[config.mk]
export PLATFORM = sky130hd
export DESIGN_NAME = hazard_core_top
export DESIGN_NICKNAME = d
export VERILOG_FILES = /design/src/hw/rv32i_types.sv /design/src/hw/pipe_ctrl_pkg.sv /design/src/hw/control_decoder.sv /design/src/hw/fetch_stage.sv /design/src/hw/control_pipeline.sv /design/src/hw/stall_control_unit.sv /design/src/hw/hazard_core_top.sv
export SDC_FILE = /design/constraint.sdc
export NUM_CORES = 1
export LEC_CHECK = 0
export ABC_AREA = 0
export BUFFER_PORTS_ARGS = -buffer_cell sky130_fd_sc_hd__buf_2
export CAP_MARGIN = 20
export CORE_MARGIN = 4
export CORE_UTILIZATION = 53
export CTS_CLUSTER_DIAMETER = 40
export CTS_CLUSTER_SIZE = 16
export DETAILED_ROUTE_END_ITERATION = 10
export PLACE_DENSITY = 0.77
export SLEW_MARGIN = 20
export SYNTH_ARGS = -nofsm -noshare
export SYNTH_HDL_FRONTEND = slang
export SYNTH_SLANG_ARGS = --single-unit
[constraint.sdc]
create_clock -name clk -period 4.5 [get_ports clk]
set_clock_uncertainty 0.1 [all_clocks]
set_input_delay 0.225 -clock clk [delete_from_list [all_inputs] [get_ports clk]]
set_output_delay 0.225 -clock clk [all_outputs]
set_load 0.1 [all_outputs]
[src/hw/rv32i_types.sv]
package rv32i_types;

    // major opcodes, low seven bits of the instruction
    typedef enum logic [6:0] {
        op_lui   = 7'b0110111,
        op_auipc = 7'b0010111,
        op_jal   = 7'b1101111,
        op_jalr  = 7'b1100111,
        op_br    = 7'b1100011,
        op_load  = 7'b0000011,
        op_store = 7'b0100011,
        op_imm   = 7'b0010011,
        op_reg   = 7'b0110011
    } rv32i_opcode;

    // funct3 of op_imm and op_reg
    typedef enum logic [2:0] {
        add  = 3'b000,
        sll  = 3'b001,
        slt  = 3'b010,
        sltu = 3'b011,
        axor = 3'b100,
        sr   = 3'b101,
        aor  = 3'b110,
        aand = 3'b111
    } arith_funct3_t;

    typedef logic [4:0] reg_id_t;

    // control word carried down the pipe, one per instruction
    typedef struct packed {
        rv32i_opcode opcode;
        logic [2:0]  funct3;
        reg_id_t     rs1_id;
        reg_id_t     rs2_id;
        reg_id_t     rd_id;
        logic        mem_read;
        logic        mem_write;
        logic        reg_write;
    } rv32i_control_word;

    // empty slot, all fields zero
    localparam rv32i_control_word ctrl_bubble = '0;

endpackage : rv32i_types

[src/hw/pipe_ctrl_pkg.sv]
package pipe_ctrl_pkg;

    typedef logic [31:0] addr_t;
    typedef logic [31:0] instr_t;

    // addi x0, x0, 0
    localparam instr_t nop_instr = 32'h00000013;

    // per-register load and flush strobes
    typedef struct packed {
        logic load_pc;
        logic if_id_reg_load;
        logic id_ex_reg_load;
        logic ex_mem_reg_load;
        logic mem_wb_reg_load;
        logic if_id_reg_flush;
        logic id_ex_reg_flush;
        logic ex_mem_reg_flush;
        logic mem_wb_reg_flush;
    } stage_ctrl_t;

endpackage : pipe_ctrl_pkg

[src/hw/control_decoder.sv]
module control_decoder
(
    input  pipe_ctrl_pkg::instr_t          if_id_instr,
    output rv32i_types::rv32i_control_word id_ex_in_ctrl
);

    rv32i_types::rv32i_opcode opcode;
    logic                     has_rs1;
    logic                     has_rs2;
    logic                     has_rd;
    logic                     has_funct3;
    logic                     known_fmt;

    assign opcode = rv32i_types::rv32i_opcode'(if_id_instr[6:0]);

    // which fields the format actually carries
    always_comb
    begin
        has_rs1    = 1'b1;
        has_rs2    = 1'b0;
        has_rd     = 1'b1;
        has_funct3 = 1'b1;
        known_fmt  = 1'b1;
        case (opcode)
            rv32i_types::op_lui, rv32i_types::op_auipc, rv32i_types::op_jal:
            begin
                // U and J formats, no sources
                has_rs1    = 1'b0;
                has_funct3 = 1'b0;
            end
            rv32i_types::op_br, rv32i_types::op_store:
            begin
                has_rs2 = 1'b1;
                has_rd  = 1'b0;
            end
            rv32i_types::op_reg:
            begin
                has_rs2 = 1'b1;
            end
            rv32i_types::op_jalr, rv32i_types::op_load, rv32i_types::op_imm:
            begin
                known_fmt = 1'b1;
            end
            default:
            begin
                known_fmt = 1'b0;
            end
        endcase
    end

    // unused fields forced to zero so no phantom source can match
    always_comb
    begin
        id_ex_in_ctrl.opcode    = opcode;
        id_ex_in_ctrl.funct3    = has_funct3 ? if_id_instr[14:12] : 3'b000;
        id_ex_in_ctrl.rs1_id    = has_rs1 ? if_id_instr[19:15] : 5'd0;
        id_ex_in_ctrl.rs2_id    = has_rs2 ? if_id_instr[24:20] : 5'd0;
        id_ex_in_ctrl.rd_id     = has_rd ? if_id_instr[11:7] : 5'd0;
        id_ex_in_ctrl.mem_read  = (opcode == rv32i_types::op_load);
        id_ex_in_ctrl.mem_write = (opcode == rv32i_types::op_store);
        id_ex_in_ctrl.reg_write = has_rd && known_fmt;
    end

endmodule : control_decoder

[src/hw/fetch_stage.sv]
module fetch_stage
#(
    parameter pipe_ctrl_pkg::addr_t RESET_PC = '0
)
(
    input  logic                  clk,
    input  logic                  reset,
    input  pipe_ctrl_pkg::instr_t instr,
    input  pipe_ctrl_pkg::addr_t  redirect_target,
    input  logic                  load_pc,
    input  logic                  if_id_reg_load,
    input  logic                  if_id_reg_flush,
    output pipe_ctrl_pkg::addr_t  pc,
    output pipe_ctrl_pkg::instr_t if_id_instr
);

    // fetch pc, a redirect wins over the sequential step
    always_ff @(posedge clk)
    begin
        if (reset)
        begin
            pc <= RESET_PC;
        end
        else if (if_id_reg_flush)
        begin
            pc <= redirect_target;
        end
        else if (load_pc)
        begin
            pc <= pc + 32'd4;
        end
    end

    // IF/ID instruction register
    always_ff @(posedge clk)
    begin
        if (reset)
        begin
            if_id_instr <= pipe_ctrl_pkg::nop_instr;
        end
        else if (if_id_reg_flush)
        begin
            // squash the wrong-path fetch
            if_id_instr <= pipe_ctrl_pkg::nop_instr;
        end
        else if (if_id_reg_load)
        begin
            if_id_instr <= instr;
        end
    end

endmodule : fetch_stage

[src/hw/control_pipeline.sv]
module control_pipeline
(
    input  logic                           clk,
    input  logic                           reset,
    input  rv32i_types::rv32i_control_word id_ex_in_ctrl,
    input  logic                           id_ex_reg_load,
    input  logic                           ex_mem_reg_load,
    input  logic                           mem_wb_reg_load,
    input  logic                           id_ex_reg_flush,
    input  logic                           ex_mem_reg_flush,
    input  logic                           mem_wb_reg_flush,
    output rv32i_types::rv32i_control_word id_ex_out_ctrl,
    output rv32i_types::rv32i_control_word ex_mem_out_ctrl,
    output rv32i_types::rv32i_control_word mem_wb_out_ctrl
);

    localparam int N_STAGES = 3;

    rv32i_types::rv32i_control_word stage_in [N_STAGES];
    rv32i_types::rv32i_control_word stage_q  [N_STAGES];
    logic [N_STAGES-1:0]            stage_load;
    logic [N_STAGES-1:0]            stage_flush;

    // index 0 is ID/EX, 2 is MEM/WB
    assign stage_in[0] = id_ex_in_ctrl;
    assign stage_in[1] = stage_q[0];
    assign stage_in[2] = stage_q[1];

    assign stage_load  = {mem_wb_reg_load, ex_mem_reg_load, id_ex_reg_load};
    assign stage_flush = {mem_wb_reg_flush, ex_mem_reg_flush, id_ex_reg_flush};

    for (genvar i = 0; i < N_STAGES; i++)
    begin : g_stage
        always_ff @(posedge clk)
        begin
            if (reset)
            begin
                stage_q[i] <= rv32i_types::ctrl_bubble;
            end
            else if (stage_flush[i])
            begin
                // flush beats load, inserts an empty slot
                stage_q[i] <= rv32i_types::ctrl_bubble;
            end
            else if (stage_load[i])
            begin
                stage_q[i] <= stage_in[i];
            end
        end
    end

    assign id_ex_out_ctrl  = stage_q[0];
    assign ex_mem_out_ctrl = stage_q[1];
    assign mem_wb_out_ctrl = stage_q[2];

endmodule : control_pipeline

[src/hw/stall_control_unit.sv]
module stall_control_unit
(
    input  logic                           instr_mem_resp,
    input  logic                           data_mem_resp,
    input  rv32i_types::rv32i_control_word id_ex_in_ctrl,
    input  logic                           id_ex_in_br_en,
    input  rv32i_types::rv32i_control_word id_ex_out_ctrl,
    input  rv32i_types::rv32i_control_word ex_mem_out_ctrl,
    output pipe_ctrl_pkg::stage_ctrl_t     stage_ctrl
);

    logic decode_stall;
    logic execute_stall;
    logic redirect;
    logic instr_miss;
    logic data_miss;

    function automatic logic is_slt_op(input rv32i_types::rv32i_control_word cw);
        logic arith;
        logic cmp_funct;
        arith     = (cw.opcode == rv32i_types::op_reg) || (cw.opcode == rv32i_types::op_imm);
        cmp_funct = (rv32i_types::arith_funct3_t'(cw.funct3) == rv32i_types::slt) ||
                    (rv32i_types::arith_funct3_t'(cw.funct3) == rv32i_types::sltu);
        return arith && cmp_funct;
    endfunction

    // result comes from the comparator
    function automatic logic needs_compare(input rv32i_types::rv32i_control_word cw);
        return (cw.opcode == rv32i_types::op_br) || is_slt_op(cw);
    endfunction

    // result comes from the ALU, late in EX
    function automatic logic needs_alu(input rv32i_types::rv32i_control_word cw);
        logic arith;
        arith = (cw.opcode == rv32i_types::op_reg) || (cw.opcode == rv32i_types::op_imm);
        return (arith && !is_slt_op(cw)) || (cw.opcode == rv32i_types::op_auipc);
    endfunction

    // consumer reads a register the producer writes; jalr has no rs2
    function automatic logic uses(input rv32i_types::rv32i_control_word consumer,
                                  input rv32i_types::rv32i_control_word producer);
        logic rs1_hit;
        logic rs2_hit;
        rs1_hit = (producer.rd_id == consumer.rs1_id);
        rs2_hit = (producer.rd_id == consumer.rs2_id) &&
                  (consumer.opcode != rv32i_types::op_jalr);
        return (producer.rd_id != 5'd0) && (rs1_hit || rs2_hit);
    endfunction

    // A: compare or jalr in decode waits on an operand still in flight
    assign decode_stall =
        (needs_compare(id_ex_in_ctrl) || (id_ex_in_ctrl.opcode == rv32i_types::op_jalr)) &&
        (((needs_alu(id_ex_out_ctrl) || (id_ex_out_ctrl.opcode == rv32i_types::op_load)) &&
          uses(id_ex_in_ctrl, id_ex_out_ctrl)) ||
         ((ex_mem_out_ctrl.opcode == rv32i_types::op_load) &&
          uses(id_ex_in_ctrl, ex_mem_out_ctrl)));

    // B: load data not ready for the ALU op or store base behind it
    assign execute_stall =
        (ex_mem_out_ctrl.opcode == rv32i_types::op_load) &&
        ((needs_alu(id_ex_out_ctrl) && uses(id_ex_out_ctrl, ex_mem_out_ctrl)) ||
         ((id_ex_out_ctrl.opcode == rv32i_types::op_store) &&
          (ex_mem_out_ctrl.rd_id != 5'd0) &&
          (ex_mem_out_ctrl.rd_id == id_ex_out_ctrl.rs1_id)));

    // C: predicted not-taken, so taken branches and all jumps redirect
    assign redirect = ((id_ex_in_ctrl.opcode == rv32i_types::op_br) && id_ex_in_br_en) ||
                      (id_ex_in_ctrl.opcode == rv32i_types::op_jal) ||
                      (id_ex_in_ctrl.opcode == rv32i_types::op_jalr);

    assign instr_miss = !instr_mem_resp;
    assign data_miss  = !data_mem_resp && (ex_mem_out_ctrl.mem_read || ex_mem_out_ctrl.mem_write);

    always_comb
    begin
        stage_ctrl                 = '0;
        stage_ctrl.load_pc         = 1'b1;
        stage_ctrl.if_id_reg_load  = 1'b1;
        stage_ctrl.id_ex_reg_load  = 1'b1;
        stage_ctrl.ex_mem_reg_load = 1'b1;
        stage_ctrl.mem_wb_reg_load = 1'b1;

        if (decode_stall)
        begin
            stage_ctrl.load_pc         = 1'b0;
            stage_ctrl.if_id_reg_load  = 1'b0;
            stage_ctrl.id_ex_reg_flush = 1'b1;
        end

        if (execute_stall)
        begin
            stage_ctrl.load_pc          = 1'b0;
            stage_ctrl.if_id_reg_load   = 1'b0;
            stage_ctrl.id_ex_reg_load   = 1'b0;
            stage_ctrl.ex_mem_reg_flush = 1'b1;
        end

        if (redirect)
        begin
            stage_ctrl.if_id_reg_flush = 1'b1;
        end

        // a miss of either kind freezes every register
        if (instr_miss || data_miss)
        begin
            stage_ctrl = '0;
        end
    end

endmodule : stall_control_unit

[src/hw/hazard_core_top.sv]
module hazard_core_top
#(
    parameter pipe_ctrl_pkg::addr_t RESET_PC = '0
)
(
    input  logic                           clk,
    input  logic                           reset,
    input  pipe_ctrl_pkg::instr_t          instr,
    input  logic                           instr_mem_resp,
    input  logic                           data_mem_resp,
    input  logic                           br_en,
    input  pipe_ctrl_pkg::addr_t           redirect_target,
    output pipe_ctrl_pkg::addr_t           pc,
    output pipe_ctrl_pkg::stage_ctrl_t     stage_ctrl,
    output rv32i_types::rv32i_control_word retire_ctrl
);

    pipe_ctrl_pkg::instr_t          if_id_instr;
    rv32i_types::rv32i_control_word id_ex_in_ctrl;
    rv32i_types::rv32i_control_word id_ex_out_ctrl;
    rv32i_types::rv32i_control_word ex_mem_out_ctrl;

    fetch_stage #(
        .RESET_PC (RESET_PC)
    ) fetch_stage_i (
        .clk             (clk),
        .reset           (reset),
        .instr           (instr),
        .redirect_target (redirect_target),
        .load_pc         (stage_ctrl.load_pc),
        .if_id_reg_load  (stage_ctrl.if_id_reg_load),
        .if_id_reg_flush (stage_ctrl.if_id_reg_flush),
        .pc              (pc),
        .if_id_instr     (if_id_instr)
    );

    control_decoder control_decoder_i (
        .if_id_instr   (if_id_instr),
        .id_ex_in_ctrl (id_ex_in_ctrl)
    );

    // MEM/WB output is the retiring instruction
    control_pipeline control_pipeline_i (
        .clk              (clk),
        .reset            (reset),
        .id_ex_in_ctrl    (id_ex_in_ctrl),
        .id_ex_reg_load   (stage_ctrl.id_ex_reg_load),
        .ex_mem_reg_load  (stage_ctrl.ex_mem_reg_load),
        .mem_wb_reg_load  (stage_ctrl.mem_wb_reg_load),
        .id_ex_reg_flush  (stage_ctrl.id_ex_reg_flush),
        .ex_mem_reg_flush (stage_ctrl.ex_mem_reg_flush),
        .mem_wb_reg_flush (stage_ctrl.mem_wb_reg_flush),
        .id_ex_out_ctrl   (id_ex_out_ctrl),
        .ex_mem_out_ctrl  (ex_mem_out_ctrl),
        .mem_wb_out_ctrl  (retire_ctrl)
    );

    stall_control_unit stall_control_unit_i (
        .instr_mem_resp  (instr_mem_resp),
        .data_mem_resp   (data_mem_resp),
        .id_ex_in_ctrl   (id_ex_in_ctrl),
        .id_ex_in_br_en  (br_en),
        .id_ex_out_ctrl  (id_ex_out_ctrl),
        .ex_mem_out_ctrl (ex_mem_out_ctrl),
        .stage_ctrl      (stage_ctrl)
    );

endmodule : hazard_core_top

# Yosys cells after proc, flatten, opt, wreduce, memory -nomap -nowiden
# Memories as Yosys holds them, arrays and structs flattened.
# Index checks and enable logic that the tools add are counted.
# word_totals
out_inout_bits	69
mem_count	1
mem_bits_ro	0
ram_bits	84
latchBits	0
reg_bits	57
# mem_list
memory	words	width	rd	rd_ports_with_merged_regs	wr	line_no	rtl
control_pipeline_i.stage_q	3	28	3	0	3	control_pipeline.sv:20	rv32i_types::rv32i_control_word stage_q [N_STAGES];
# op_classes
addsub	1
bitwise_logic	6
n_shift	0
n_mul	0
div	0
n_reduce_logical	47
n_mux	44
n_eq_ne	27
n_lt_le_gt_ge	0
# op_table
op	count
2-to-1 mux 28 bit	6
2-to-1 mux 32 bit	2
equality test 7 x 6 -> 1 bit, second input constant	5
adder 32 x 3 -> 32 bit, second input constant	1
equality test 5 bit	6
2-to-1 mux 1 bit	29
equality test 7 x 5 -> 1 bit, second input constant	4
equality test 7 x 2 -> 1 bit, second input constant	3
equality test 7 bit, second input constant	3
logical AND 1 bit	19
logical OR 1 bit	17
2-to-1 mux 5 bit	3
!= test 7 bit, second input constant	2
equality test 3 x 2 -> 1 bit, second input constant	4
nonzero test 5 bit	2
2-to-1 mux 9 bit	1
OR reduction 9 bit	1
2-to-1 mux 3 bit	2
bitwise OR 1 bit	6
OR reduction 3 bit	2
OR reduction 2 bit	2
zero test 1 bit	3
2-to-1 mux 2 bit	1
nonzero test 2 bit	1

# Longest topological paths before layout
# logic_depth
ltp_word	19
ltp_mapped	12
ltp_nobuf	10

# Modules after synthesis
# From an unflattened synthesis, not the netlist that was laid out.
# unflattened
cells_unflattened	689
area_unflattened_um2	7803.7
# modules_own_cells
module	cells_each	n_inst	seq_area_each_um2	area_each_um2
control_pipeline	198	1	2522.4	3722.3
fetch_stage	351	1	1281.2	3056.7
stall_control_unit	99	1	0.0	735.7
control_decoder	41	1	0.0	289.0

# Least setup slack after synthesis
# Ideal clock, no wire load.
# synth_path
kind	reg2reg
startpoint	memory control_pipeline_i.stage_q[1][3] in the netlist's numbering
endpoint	memory control_pipeline_i.stage_q[0][0] in the netlist's numbering (enable)
setup_ps	386
t_required_ps	4014
period_less_slack_ps	3170
arrival_time_ps	2685
stages_incl_launch_ff	10
path_buffers	1
setup_slack_ps	1330
cell_sequence	edfxtp_1 -> buf_2 -> or4_1 -> o211ai_2 -> inv_1 -> o2111ai_1 -> a21oi_2 -> or3_4 -> inv_2 -> or3_1
# synth_rtl
item	line_no
from (decl)	control_pipeline.sv:20

==> summary.md <==
| Metric | Value |
|---|---|
| Number of synthesized flops with an enable pin | 84 |
| Ports | 138 |
| CTS root buf | clkbuf_16 |
| Vias in the first global route | around 5,500 |
| Leak Pwr | 3.602 nW |
| Area delta synth->final | 24.87% |
| Core Util, Final | approximately two thirds |
| Post-CTS sizing | 0 |
| Core area | ~0.013 sq mm |
| WS Path Type | flip-flop to output pin |
| Worst-margin pin slew | about 1.2 ns |
| Clock sinks | about 140 |
| WP data required | ~4.2 ns |
| Endpoints failing setup | 0 |
| Mean area per synthesized cell | roughly 9.9 sq um |
| Hold Path Stages | 3 |
| Nets@finish | about 900 |
| Final Max Tran Viols | 0 |
| Initial Util | between 50 and 60% |
| Fmax | 233.6 MHz |
| Crit-path leading delay family | simple AND/OR/NAND/NOR gates |
| Status | finished, final reports clean |
| Yosys top cell area share | between 30% and 40% |
| Worst min path class | input port to flip-flop |
| Die area | around 0.015 sq mm |
| Final GP Congestion | around 0.88 |
| Top post-synthesis cells by area | edfxtp_1, dfxtp_1, and3_1, nand2_1, xnor2_1 |
| DPL Wire Length | about 11,000 microns |
| Die width | roughly 120 microns |
| Buffers plus inverters on the worst setup path | 4 |
| Hold endpoint | fetch_stage_i.pc[22] |
| CP Cell Sequence | or4_1, o211ai_2, inv_1, o2111ai_1, a21oi_2, or3_4, inv_2, buf_4, buf_2 |
| Antenna violations before repair | 0 |
| Sequential cell area fraction in the yosys report | a little over half |
| Post-route ant nets | 0 |
| Largest net degree at the start of global routing | 48 |
| Net Count, Synth | roughly 760 |
| Pwr per Cell Area | 386.7 mW/mm^2 |
| Hold_sp | redirect_target[22] |
| GRT Util Overall | around a quarter |
| CP Launch Type | flip-flop |
| CP max stage delay | between 0.6 and 0.7 ns |
| TritonCTS clock tree | yes |
| DRC viols | 0 |
| Placed Cells | between 900 and 1,000 |
| Die height | 121.8 microns |
| DR iter-0 viols | about 700 |
| Synthesis warning total | 0 |
| Cell area after synthesis | ~0.0069 sq mm |
| Reg2Reg Depth | 9 |
| # rows | 41 |
| Drt wl/cell | 16.82 microns |
| Worst Path Max Fanout | 35 |
| CTS max path bufs | 2 |
| RSZ-0062 raised after global routing | no |
| Flop-to-flop setup slack | between 0.6 and 0.7 ns |
| Main flop type after synthesis | edfxtp_1 |
| Grt ovf | 0 |
| Peak VDD IR | 212.0 uV |
| Non-Filler Instances | 1,025 |
| Register area | around 0.0037 sq mm |
| H-tree depth | 4 |
| Filler instances | around 980 |
| Reg2reg end | control_pipeline_i.stage_q[0][6] |
| First-pass DRT Iterations | 6 |
| Routed WL | 17,240 microns |
| FFs w/ async S/R, synth | 0% |
| Worst r2r src | control_pipeline_i.stage_q[1][6] |
| Period utilisation layout | a little over nine tenths |
| Port bufs | roughly 130 |
| Clock-pin slew on the worst setup and hold paths | ~0.06 ns |
| Setup crit start | control_pipeline_i.stage_q[1][4] |
| Crit. End Element | output pin |
| Hold Vio Cnt, Final | 0 |
| Via count | ~5,900 |
| Mapped Cells | about 690 |
| CTS Buf Count | 17 |
| Multi-input gate area | approximately 0.0029 sq mm |
| Worst slew margin | roughly 23% |
| First-pass GRT wire length | 27,280 microns |
| Most common cell in the synthesized netlist | nand2_1 |
| Top cells by count, synth | nand2_1, and3_1, edfxtp_1, dfxtp_1, nor2_1 |
| Yosys top cell by area | edfxtp_1 |
| Post-synthesis register bit count | about 140 |
| Layout cells sized above 1 | a little over a fifth |
| Period minus WS final | 4.281 ns |
| Vias per inst | ~5.8 |
| Hold Slack | approximately 0.011 ns |
| Critical path's slowest cell | or3_4 |
| Post-synth cell types | between 60 and 70 |
| Critical Path AT | between 3 and 4 ns |
| Max cap viols | 0 |
| Fin Setup TNS | 0 ns |
| Clk_lat worst skew | about 0.42 ns |
-- power breakdown --
part           switching, W  internal [W]  total [W]
clock              0.000536      0.000813    0.00135
combinational      0.000326      0.000131   0.000457
sequential        0.0000603       0.00145    0.00151
-- flip-flops by register name (all words and copies together) (netlist names) --
name / count
fetch_stage_i.if_id_instr: 25
fetch_stage_i.pc: 32
control_pipeline_i.stage_q: 84
-- cell type report --
type / instances / share of cell area [%]
diodes: 1 / 0.02922
multi-input cells: 479 / 33.46
repair buffers: 186 / 13.88
clock buffers: 18 / 5.012
clock inverters: 14 / 1.710
well taps: 172 / 2.513
inverters: 14 / 0.6137
flip-flops and latches: 141 / 42.78
-- metal layers --
layer | up-vias | global-route usage [%] | part of all wire, %
met3 | 45 | 4.550 | 8.0
met4 | 0 | 10.15 | 2.7
li1 | 2840 | - | -
met1 | 2717 | 31.93 | 42
met5 | - | 0 | 0
met2 | 306 | 36.60 | 47
-- cell usage in the layout (no fill, tap or decap), types with 3 or more instances in the layout --
master	n
and2_1	3
o2111ai_1	4
nand3_1	26
and3_1	84
nor3_1	10
and4_1	5
clkinvlp_4	6
nand3b_1	4
o21ai_1	3
buf_2	129
inv_1	13
nand2_1	89
clkbuf_16	17
dfxtp_1	57
edfxtp_1	84
buf_4	11
dlygate4sd3_1	46
a211oi_1	16
nand4_1	14
nor4bb_1	5
nor2b_1	4
nor2_1	44
a311oi_1	3
a31oi_1	8
xor2_1	4
a21oi_1	30
or3_1	5
o211ai_1	4
o22ai_1	3
nand2_2	4
o21ai_0	7
or4_1	6
nor4_1	22
xnor2_1	37
-- kinds of logic (layout without fill, tap and decap cells) --
| kind of cell | Yosys count | after routing | share of synthesized area (%) |
|---|---|---|---|
| buffers and inverters | 74 | 232 | 4.871 |
| other | 1 | 2 | 0.05468 |
| AND/OR/NAND/NOR | 339 | 339 | 26.66 |
| XOR/XNOR | 41 | 41 | 5.236 |
| flip-flops | 141 | 141 | 53.42 |
| adder cells (fa/ha/maj) | 1 | 1 | 0.1824 |
| AO/OA/AOI/OAI | 97 | 97 | 9.579 |
-- stage by stage --
| stage | total power (W) | instance area (sq um) | worst slack (ns) |
|---|---|---|---|
| 5_1_grt | 0.003418 | 8561 | 0.04953 |
| 4_1_cts | 0.003324 | 8556 | 0.2257 |
| 3_5_place_dp | 0.001954 | 7520 | 0.6841 |
| 2_1_floorplan | 0.001858 | 6858 | 1.330 |
| 6_report | 0.003311 | 8563 | 0.2192 |
| 3_3_place_gp | 0.001944 | 7520 | 0.7231 |
-- how the worst max path moves through the flow --
stage               slack, ns  cells past startpoint                          endpoint
floorplan                1.33                      9  control_pipeline_i.stage_q[0][0]
global placement         0.72                      9                     stage_ctrl[8]
detailed placement       0.68                      9                     stage_ctrl[8]
CTS                      0.23                      9                     stage_ctrl[8]
global route             0.05                      9                     stage_ctrl[8]
finish                   0.22                      9                     stage_ctrl[8]
-- repair_timing --
item,4_1_cts,5_1_grt
endpoints found under the hold margin,46,0
hold buffers,46,0
buffers inserted,0,0
-- worst min-delay path, stage by stage --
cell and delay (ns):
buf_2 0.10, nor2_1 0.10, a211oi_1 0.05
(Power assumes the default switching activity.)
